<file path="src/hw/ddrPkg.sv">
`default_nettype none

package ddrPkg;

	// noop gaps after each command, in cycles
	localparam int tRP = 3;
	localparam int tMRD = 2;
	localparam int tRFC = 11;
	localparam int tRCD = 3;
	localparam int writeLength = 3;
	localparam int readLength = 4;

	localparam int casLatency = 2;
	localparam int powerUpDefault = 26600;

	localparam logic [12:0] extModeWord = 13'b0000000000000; // DLL enabled, full drive
	localparam logic [12:0] modeWordDllReset = 13'b0000_1_0_010_0_001;
	localparam logic [12:0] modeWord = 13'b0000_0_0_010_0_001; // CL2, BL2 sequential
	localparam logic [12:0] prechargeAll = 13'h0400; // A10 high

	typedef enum logic [3:0] {
		CMD = 4'h0,
		WDATA = 4'h4,
		RDATA = 4'h8,
		STATUS = 4'hC
	} apbAddr_t;

	// RAS, CAS, WE
	typedef enum logic [2:0] {
		cmdLoadMode = 3'b000,
		cmdRefresh = 3'b001,
		cmdPrecharge = 3'b010,
		cmdActivate = 3'b011,
		cmdWrite = 3'b100,
		cmdRead = 3'b101,
		cmdNoop = 3'b111
	} ddrCommand_t;

	typedef enum logic {
		opWrite = 1'b0,
		opRead = 1'b1
	} accessOp_t;

	typedef enum logic [3:0] {
		initWait,
		initPrecharge0,
		initLoadExtMode,
		initLoadMode0,
		initPrecharge1,
		initRefresh0,
		initRefresh1,
		initLoadMode1,
		mainIdle,
		mainActivate,
		mainAccess,
		mainPrecharge
	} seqState_t;

	typedef struct packed {
		accessOp_t op;
		logic [1:0] bank;
		logic [12:0] row;
		logic [9:0] col;
		logic [31:0] wdata;
	} ddrRequest_t;

	typedef struct packed {
		logic cke;
		logic cs;
		ddrCommand_t cmd;
		logic [1:0] ba;
		logic [12:0] addr;
	} ddrPins_t;

	typedef struct packed {
		logic valid;
		logic [31:0] data;
	} readResult_t;

endpackage

`default_nettype wire

</file>
<file path="src/hw/apbDecode.sv">
`default_nettype none

module apbDecode (
	input logic clk133_270,
	input logic starting,
	input logic psel,
	input logic penable,
	input logic pwrite,
	input logic [3:0] paddr,
	input logic [31:0] pwdata,
	output logic [31:0] prdata,
	output logic pready,
	output logic pslverr,
	input logic busy,
	input logic initDone,
	input ddrPkg::readResult_t result,
	output logic reqValid,
	output ddrPkg::ddrRequest_t reqData
);
	import ddrPkg::*;

	apbAddr_t addrSel;
	logic isCmdWrite;
	logic quickDone;
	logic cmdAccept;
	logic legal;
	logic [31:0] readData;
	logic [31:0] wdataReg;
	logic [31:0] rdataReg;

	assign addrSel = apbAddr_t'(paddr);
	assign isCmdWrite = (addrSel == CMD) && pwrite;
	// everything except a CMD write finishes right after setup
	assign quickDone = psel && !penable && !isCmdWrite;
	assign cmdAccept = psel && penable && !pready && isCmdWrite && !busy;

	always_comb begin
		legal = 1'b0;
		readData = '0;
		case (addrSel)
			CMD: legal = pwrite;
			WDATA: legal = pwrite;
			RDATA: begin
				legal = !pwrite;
				readData = rdataReg;
			end
			STATUS: begin
				legal = !pwrite;
				readData = {30'd0, busy, initDone};
			end
			default: legal = 1'b0;
		endcase
	end

	always_ff @(posedge clk133_270 or posedge starting) begin
		if (starting) begin
			pready <= 1'b0;
			pslverr <= 1'b0;
			reqValid <= 1'b0;
		end else begin
			pready <= 1'b0;
			pslverr <= 1'b0;
			reqValid <= 1'b0;
			if (quickDone) begin
				pready <= 1'b1;
				pslverr <= !legal;
			end else if (cmdAccept) begin
				pready <= 1'b1;
				reqValid <= 1'b1; // single cycle pulse
			end
		end
	end

	always_ff @(posedge clk133_270) begin
		if (quickDone && legal && addrSel == WDATA)
			wdataReg <= pwdata;
		if (quickDone)
			prdata <= readData;
		if (result.valid)
			rdataReg <= result.data;
		if (cmdAccept)
			reqData <= '{op: accessOp_t'(pwdata[31]), bank: pwdata[30:29],
				row: pwdata[28:16], col: pwdata[9:0], wdata: wdataReg};
	end

endmodule

`default_nettype wire

</file>
<file path="src/hw/ddrCtrlTop.sv">
`default_nettype none

module ddrCtrlTop #(
	parameter int unsigned powerUpCycles = ddrPkg::powerUpDefault
) (
	input logic clk133_270,
	input logic starting,
	input logic psel,
	input logic penable,
	input logic pwrite,
	input logic [3:0] paddr,
	input logic [31:0] pwdata,
	output logic [31:0] prdata,
	output logic pready,
	output logic pslverr,
	output ddrPkg::ddrPins_t pins,
	output logic [15:0] dqOut,
	output logic dqOe,
	input logic [15:0] dqIn
);
	import ddrPkg::*;

	logic reqValid;
	ddrRequest_t reqData;
	logic busy;
	logic initDone;
	logic readIssue;
	readResult_t result;

	apbDecode apbDecode_i (
		.clk133_270(clk133_270),
		.starting(starting),
		.psel(psel),
		.penable(penable),
		.pwrite(pwrite),
		.paddr(paddr),
		.pwdata(pwdata),
		.prdata(prdata),
		.pready(pready),
		.pslverr(pslverr),
		.busy(busy),
		.initDone(initDone),
		.result(result),
		.reqValid(reqValid),
		.reqData(reqData)
	);

	ddrSequencer #(
		.powerUpCycles(powerUpCycles)
	) ddrSequencer_i (
		.clk133_270(clk133_270),
		.starting(starting),
		.reqValid(reqValid),
		.reqData(reqData),
		.busy(busy),
		.initDone(initDone),
		.pins(pins),
		.dqOut(dqOut),
		.dqOe(dqOe),
		.readIssue(readIssue)
	);

	readCapture readCapture_i (
		.clk133_270(clk133_270),
		.starting(starting),
		.readIssue(readIssue),
		.dqIn(dqIn),
		.result(result)
	);

endmodule

`default_nettype wire

</file>
<file path="src/hw/ddrSequencer.sv">
`default_nettype none

module ddrSequencer #(
	parameter int unsigned powerUpCycles = ddrPkg::powerUpDefault
) (
	input logic clk133_270,
	input logic starting,
	input logic reqValid,
	input ddrPkg::ddrRequest_t reqData,
	output logic busy,
	output logic initDone,
	output ddrPkg::ddrPins_t pins,
	output logic [15:0] dqOut,
	output logic dqOe,
	output logic readIssue
);
	import ddrPkg::*;

	seqState_t state;
	int unsigned powerUpCnt;
	logic [3:0] gap;
	ddrRequest_t req;
	logic writeBeat;

	assign busy = (state != mainIdle) || reqValid;

	// beats go out in the two cycles after the write command
	assign writeBeat = (state == mainAccess) && (req.op == opWrite)
		&& (gap == 4'(writeLength) || gap == 4'(writeLength - 1));

	always_ff @(posedge clk133_270 or posedge starting) begin
		if (starting) begin
			state <= initWait;
			powerUpCnt <= powerUpCycles;
			gap <= '0;
			initDone <= 1'b0;
			dqOe <= 1'b0;
			readIssue <= 1'b0;
			pins <= '{cke: 1'b0, cs: 1'b1, cmd: cmdNoop, ba: 2'b00, addr: 13'd0};
		end else begin
			pins.cmd <= cmdNoop;
			readIssue <= 1'b0;
			dqOe <= writeBeat;
			if (gap != '0) begin
				gap <= gap - 4'd1;
			end else begin
				case (state)
					initWait: begin
						if (powerUpCnt != 0) begin
							powerUpCnt <= powerUpCnt - 1;
						end else begin
							pins.cke <= 1'b1;
							pins.cs <= 1'b0;
							pins.cmd <= cmdPrecharge;
							pins.addr <= prechargeAll;
							gap <= 4'(tRP);
							state <= initPrecharge0;
						end
					end
					initPrecharge0: begin
						pins.cmd <= cmdLoadMode;
						pins.ba <= 2'b01; // extended mode register
						pins.addr <= extModeWord;
						gap <= 4'(tMRD);
						state <= initLoadExtMode;
					end
					initLoadExtMode: begin
						pins.cmd <= cmdLoadMode;
						pins.ba <= 2'b00;
						pins.addr <= modeWordDllReset;
						gap <= 4'(tMRD);
						state <= initLoadMode0;
					end
					initLoadMode0: begin
						pins.cmd <= cmdPrecharge;
						pins.addr <= prechargeAll;
						gap <= 4'(tRP);
						state <= initPrecharge1;
					end
					initPrecharge1: begin
						pins.cmd <= cmdRefresh;
						gap <= 4'(tRFC);
						state <= initRefresh0;
					end
					initRefresh0: begin
						pins.cmd <= cmdRefresh;
						gap <= 4'(tRFC);
						state <= initRefresh1;
					end
					initRefresh1: begin
						pins.cmd <= cmdLoadMode;
						pins.ba <= 2'b00;
						pins.addr <= modeWord; // drop DLL reset
						gap <= 4'(tMRD);
						state <= initLoadMode1;
					end
					initLoadMode1: begin
						initDone <= 1'b1;
						state <= mainIdle;
					end
					mainIdle: begin
						if (reqValid) begin
							pins.cmd <= cmdActivate;
							pins.ba <= reqData.bank;
							pins.addr <= reqData.row;
							gap <= 4'(tRCD);
							state <= mainActivate;
						end
					end
					mainActivate: begin
						pins.addr <= {3'b000, req.col}; // A10 low, no auto precharge
						if (req.op == opWrite) begin
							pins.cmd <= cmdWrite;
							gap <= 4'(writeLength);
						end else begin
							pins.cmd <= cmdRead;
							readIssue <= 1'b1;
							gap <= 4'(readLength);
						end
						state <= mainAccess;
					end
					mainAccess: begin
						pins.cmd <= cmdPrecharge;
						pins.addr <= prechargeAll;
						gap <= 4'(tRP);
						state <= mainPrecharge;
					end
					mainPrecharge: state <= mainIdle;
					default: state <= initWait;
				endcase
			end
		end
	end

	always_ff @(posedge clk133_270) begin
		if (state == mainIdle && reqValid)
			req <= reqData;
		// high word first
		dqOut <= (gap == 4'(writeLength)) ? req.wdata[31:16] : req.wdata[15:0];
	end

endmodule

`default_nettype wire

</file>
<file path="src/hw/readCapture.sv">
`default_nettype none

module readCapture (
	input logic clk133_270,
	input logic starting,
	input logic readIssue,
	input logic [15:0] dqIn,
	output ddrPkg::readResult_t result
);
	import ddrPkg::*;

	logic [casLatency:0] issueDelay; // bit n set n+1 cycles after readIssue
	logic validReg;
	logic [15:0] dataHi;
	logic [15:0] dataLo;

	always_ff @(posedge clk133_270 or posedge starting) begin
		if (starting) begin
			issueDelay <= '0;
			validReg <= 1'b0;
		end else begin
			issueDelay <= {issueDelay[casLatency-1:0], readIssue};
			validReg <= issueDelay[casLatency];
		end
	end

	// first beat arrives casLatency cycles after the command
	always_ff @(posedge clk133_270) begin
		if (issueDelay[casLatency-1])
			dataHi <= dqIn;
		if (issueDelay[casLatency])
			dataLo <= dqIn;
	end

	assign result.valid = validReg;
	assign result.data = {dataHi, dataLo};

endmodule

`default_nettype wire

</file>
<file path="config.mk">
export PLATFORM = sky130hd
export DESIGN_NAME = ddrCtrlTop
export DESIGN_NICKNAME = d
export VERILOG_FILES = /design/src/hw/ddrPkg.sv /design/src/hw/apbDecode.sv /design/src/hw/ddrCtrlTop.sv /design/src/hw/ddrSequencer.sv /design/src/hw/readCapture.sv
export SDC_FILE = /design/constraint.sdc
export NUM_CORES = 1
export LEC_CHECK = 0
export BUFFER_PORTS_ARGS = -buffer_cell sky130_fd_sc_hd__clkbuf_2
export CORE_UTILIZATION = 40
export DETAILED_ROUTE_END_ITERATION = 16
export GPL_TIMING_DRIVEN = 0
export PLACE_DENSITY_LB_ADDON = 0.15
export SLEW_MARGIN = 20
export SYNTH_ARGS = -nofsm -noshare
export SYNTH_HDL_FRONTEND = slang
export SYNTH_SLANG_ARGS = --single-unit
</file>
<file path="constraint.sdc">
create_clock -name clk133_270 -period 8.8 [get_ports clk133_270]
set_input_delay 0.44 -clock clk133_270 [delete_from_list [all_inputs] [get_ports clk133_270]]
set_output_delay 0.44 -clock clk133_270 [all_outputs]
set_load 0.05 [all_outputs]
</file>
After elaboration in Yosys (flattened, before gate mapping)
Cells that the tools add are included.
- register bits: 315
- input port bits: 57
- output and inout bits: 71
- $add $sub $neg: 2
- equal/unequal tests: 21
- mux-type cells: 26
- bitwise operators: 3
- reductions and logical operators: 41
- operator list (operator ; count):
    13-bit one-hot mux with 7 select lines ; 1
    32-bit one-hot mux with 2 select lines ; 1
    4-bit one-hot mux with 11 select lines ; 1
    18-bit two-way mux ; 2
    32-bit nonzero test ; 1
    32-bit by 1-bit subtractor with 32-bit output (second input constant) ; 1
    4-bit equality test (second input constant) ; 6
    4-bit one-hot mux with 6 select lines ; 1
    4-bit by 3-bit equality test with 1-bit output (second input constant) ; 5
    4-bit two-way mux ; 5
    3-bit one-hot mux with 6 select lines ; 1
    4-bit by 2-bit equality test with 1-bit output (second input constant) ; 4
    16-bit two-way mux ; 1
    3-bit AND reduction ; 5
    7-bit nonzero test ; 2
    13-bit two-way mux ; 1
    1-bit logical AND ; 12
    2-bit OR reduction ; 6
    4-bit zero test ; 2
    1-bit two-way mux ; 8
    1-bit zero test ; 6
    3-bit two-way mux ; 2
    3-bit by 2-bit != test with 1-bit output (second input constant) ; 2
    2-bit one-hot mux with 3 select lines ; 1
    12 further kinds ; 16

Logic depth before layout (Yosys ltp)
- depth after elaboration: 6
- mapped depth: 9
- depth with buffers taken out: 7

By module
From an unflattened synthesis, not the netlist that was laid out.
- cell total of the unflattened synthesis: 629
- area total of the unflattened synthesis: 11101.9 µm²
- modules (own cells, without submodules) (module ; times used ; cells an instance ; area each (µm²) ; seq. area each (µm²)):
    apbDecode ; 1 ; 210 ; 5036.1 ; 4699.5
    ddrSequencer ; 1 ; 381 ; 4993.5 ; 3204.3
    readCapture ; 1 ; 38 ; 1072.3 ; 1061.0

Worst setup path before layout
Ideal clock, no wire load.
- kind: reg-to-reg
- start: register ddrSequencer_i.state[2]
- end: register apbDecode_i.pready
- library setup time: 97 ps
- arrival: 7435 ps
- path slack: 1268 ps
- cell stages (with the launch flop): 6
- path buffers: 1
- cell sequence: dfrtp_1 -> clkbuf_1 -> nand2b_1 -> or4_1 -> nor4_1 -> or2_2
- word-level cells in the longest chain between the ends: 6
- RTL lines (element ; line ; RTL):
    start, declared ; ddrSequencer.sv:19 ; seqState_t state;
    start signal, assigned ; ddrSequencer.sv:33 ; state <= initWait;
    start signal, assigned ; ddrSequencer.sv:57 ; state <= initPrecharge0;
    start signal, assigned ; ddrSequencer.sv:65 ; state <= initLoadExtMode;
    4-bit != test ; ddrSequencer.sv:25 ; assign busy = (state != mainIdle) || reqValid;
    1-bit logical OR ; ddrSequencer.sv:25 ;
    1-bit zero test ; apbDecode.sv:35 ; assign cmdAccept = psel && penable && !pready && isCmdWrite && !busy;
    1-bit logical AND ; apbDecode.sv:35 ;
    net apbDecode_i.cmdAccept ; apbDecode.sv:25 ; logic cmdAccept;
    1-bit two-way mux ; apbDecode.sv:67 ; end else if (cmdAccept) begin
    1-bit two-way mux ; apbDecode.sv:64 ; if (quickDone) begin
    end signal, assigned ; apbDecode.sv:61 ; pready <= 1'b0;
    end signal, assigned ; apbDecode.sv:65 ; pready <= 1'b1;
    end signal, assigned ; apbDecode.sv:68 ; pready <= 1'b1;
    end, declared ; apbDecode.sv:12 ; output logic pready,
The timed path passes the listed nets, and every way through them passes these cells.
A chain may end at the register's enable or synchronous reset.

Worst setup path in the final report
- start: register ddrSequencer_i.state[2]
- end: register, netlist name apbDecode_i.reqData[14]
- word-level cells in the longest chain between the ends: 4
- RTL lines (element ; line):
    4-bit != test ; ddrSequencer.sv:25
    1-bit logical OR ; ddrSequencer.sv:25
    1-bit zero test ; apbDecode.sv:35
    1-bit logical AND ; apbDecode.sv:35
    net apbDecode_i.cmdAccept ; apbDecode.sv:25
The timed path passes the listed nets, and every way through them passes these cells.

==> results.yml <==
outcome:
  run_status: "completed"
critical_path:
  count_of_buffering_cells_on_the_critical_path_with_inverters_included: 6
  critical_path.startpoint_type: "register"
  timing.critical_path.slowest_cell_delay_ns: 0.69
  timing.critical_path.arrival_ns: 3.72
  crit_path_top_delay_cell: "nor4_2"
  cp.required_ns: 9.00
  crit_type: "reg -> reg"
  end_kind: "register"
  crit_top_cell: "buf_2"
  crit_path_cell_trace: "clkbuf_1 -> nand2b_1 -> or4_1 -> nor4_2 -> buf_2 -> buf_4 -> buf_2 -> buf_2 -> buf_2"
  timing.critical_path.max_delay_family: "simple AND/OR/NAND/NOR gates"
  crit_fanout: 9
floorplan:
  height_of_the_die_um: 169.2
  die_w_um: 169.2
  io-pin-count: 128
  design.core.area_sq_mm: 0.02718
  initial_utilization_pct: 41.16
  area_enclosed_by_the_die_boundary_sq_mm: 0.02863
  site_row_count: 60
drt:
  pre_antenna_drt_iters: 5
  total_wirelength_of_the_detailed_routed_design_um: 19920
  drtIter0Drc: 320
  via_per_inst: 4.822
  drcViolationCount: 0
  dr_total_vias: 5810
  wl_per_cell_um: 16.53
  final_antenna_net_count: 0
final_layout:
  multi_input_comb_area_sq_mm: 0.002108
  layout.cells.most_common: "edfxtp_1"
  final_net_count: 870
  layout.cells.non_filler: 1205
  sequential_cell_area_sq_mm: 0.008966
  antennaDiodeCount: 0
  layout.cells.most_common_list: "edfxtp_1, clkbuf_2, dfrtp_1"
  layout-drive-gt1-share_pct: 29.53
  layout_area_overhead_pct: 20.64
  fillerInstances: 2364
power:
  seq_power_share_pct: 50.2
  post_route_total_power_mw: 3.282
  combPwrFrac_pct: 8.2
  p_int_mw: 2.531
  power_switching_share_pct: 22.86
  power.share.clock_pct: 41.6
  total_switching_power_mw: 0.7503
  static-leakage-power_nw: 5.155
  ir_worst_vdd_uv: 171.7
  power.density_cell_area_mw_per_mm2: 243.2
clocking:
  worst_setup_hold_path_clk_slew_ns: 0.06
  cts_tree: "yes"
  clk_path_buf_depth: 3
  cts_hold_repair.buffers: 1
  post_cts.resized_instances: 0
  number_of_h_tree_branching_levels: 2
  postCtsSetupBuffers: 0
  tritoncts.num_buffers: 34
  root_buffer: "clkbuf_16"
  clk_latency_ns: 0.51
  cts_sinks: 315
global_routing:
  grt_pass1_wl_um: 32120
  globalRouteTotalUtil_pct: 14.50
  grt_pass1_vias: 6127
  overflow: 0
  grt_antenna_before_repair: 1
  pin_count_of_the_biggest_net_entering_global_routing: 53
synthesis:
  yosysWarningCount: 0
  synth_top_flop_cell: "edfxtp_1"
  postSynthRegisterBits: 315
  yosys.area.top_type: "edfxtp_1"
  synth_top_cell_area_share_pct: 61.48
  post_synth.cell_area_avg_sq_um: 17.67
  synthXorXnorAreaFrac_pct: 2.506
  synthesis.area_sq_mm: 0.01118
  yosys.area_share.adder_pct: 0.4475
  yosysUniqueCellTypes: 58
  synth_compound_gate_area_share_pct: 3.211
  number_of_flops_mapped_to_enable_cells_by_yosys: 229
  synth-simple-area-share_pct: 9.240
  synthTopCellsByArea: "edfxtp_1, dfrtp_1, dfstp_2"
  synth_top_family_by_area: "simple AND/OR/NAND/NOR gates"
  synth_async_sr_flop_share_pct: 22.22
  synth-seq-area-share_pct: 80.15
  synthesis.nets: 694
  synth_cells: 633
  muxShareOfSynthArea_pct: 3.367
sta:
  max-slew-margin-rel_pct: 45.71
  min_period_ns: 3.521
  final.setup_skew_ns: 0.01429
  number_of_hold_slack_violations_in_the_final_timing_report: 0
  setup_ws_ns: 5.279
  rsz0062_at_grt: "no"
  final_max_slew_viol_count: 0
  tightest_slew_ns: 0.8123
  setup_viols_final: 0
  finalCritPeriodShare_pct: 40.01
  max_freq_ghz: 0.2840
flow_run:
  drv_cap: 0
place:
  numPortBuffers: 127
  pre_cts_ws_ns: 5.246
  place.detailed.instances: 1144
  hpwlAfterDp_um: 13080
  gp_congestion: 0.8393
hold_path:
  hold_path_class: "in -> reg"
[through the flow]
| step | cell area (sq um) | TNS, ns | util, % | hold slack [ns] |
|---|---|---|---|---|
| 5_1_grt | 13490 | 0 | 49.65 | 0.09097 |
| 3_5_place_dp | 12400 | 0 | 45.64 | 0.3358 |
| 2_1_floorplan | 11180 | 0 | - | 0.3312 |
| 4_1_cts | 13490 | 0 | 49.65 | 0.09196 |
| 6_report | 13490 | 0 | 49.65 | 0.1126 |
| 3_3_place_gp | 12290 | -93.00 | 45.21 | 0.3330 |
[flip-flops by register name (all words and copies together), names as in the netlist, 3 cells and up]
name / flops
ddrSequencer_i.state: 4
readCapture_i.dataLo: 16
ddrSequencer_i.powerUpCnt: 32
ddrSequencer_i.dqOut: 16
ddrSequencer_i.gap: 4
apbDecode_i.reqData: 58
apbDecode_i.prdata: 32
apbDecode_i.wdataReg: 32
ddrSequencer_i.req: 43
ddrSequencer_i.pins: 20
readCapture_i.issueDelay: 3
apbDecode_i.rdataReg: 32
readCapture_i.dataHi: 16
[kinds of logic after synthesis]
logic type,after synthesis
xor gates and xnor gates,32
buffers and inverters,29
DFF,315
muxes,32
AOI/OAI and AO/OA,47
and+or+nand+nor,174
adders and majority gates,4
[power groups by stage]
stage               clock (mW)  sequential [mW]  combinational [mW]
finish                    1.37             1.65               0.268
detailed placement           0             1.68               0.270
global placement             0             1.68               0.263
global route              1.45             1.65               0.292
CTS                       1.40             1.65               0.272
floorplan                    0             1.75               0.114
[Yosys cell counts, types with 6 or more instances]
cell type,count
inv_1,9
nand3_1,13
nor3_1,9
mux2_2,16
dfxtp_1,16
nor2_1,36
clkbuf_1,15
nor4_1,8
nand2_1,25
and2_1,33
dfstp_2,13
mux2_4,6
nand4b_1,6
a21oi_1,7
xnor2_1,30
dfrtp_1,57
nand4_1,11
edfxtp_1,229
a22o_1,8
o21ai_0,9
[routing by layer]
layer / vias to the layer above / share of wire [%] / track usage (%)
met3: 46 / 6.9 / 4.431
li1: 2717 / - / -
met1: 2879 / 41 / 17.52
met5: - / 0 / 0
met4: 0 / 2.6 / 5.210
met2: 168 / 50 / 24.55
[worst paths after layout]
kind,startpoint,endpoint,slack [ns],cells past startpoint
min in group asynchronous,starting,ddrSequencer_i.powerUpCnt[28],0.51,3
worst max register to register,ddrSequencer_i.state[2],apbDecode_i.reqData[14],5.28,9
worst min-delay path,pwdata[11],apbDecode_i.wdataReg[11],0.11,1
worst min register to register,readCapture_i.issueDelay[0],readCapture_i.issueDelay[1],0.35,0
max in group asynchronous,starting,ddrSequencer_i.powerUpCnt[6],7.68,4
worst max-delay path,ddrSequencer_i.state[2],apbDecode_i.reqData[14],5.28,9
[final cells by class]
class	count	area share [%]
flip-flops and latches	315	66.45
multi-input cells	289	15.63
clock buffers	49	7.103
repair buffers	140	5.545
well taps	372	3.450
clock inverters	11	0.8902
plain buffers	20	0.6677
inverters	9	0.2689
Note: power is estimated with default switching activity, not from simulation.
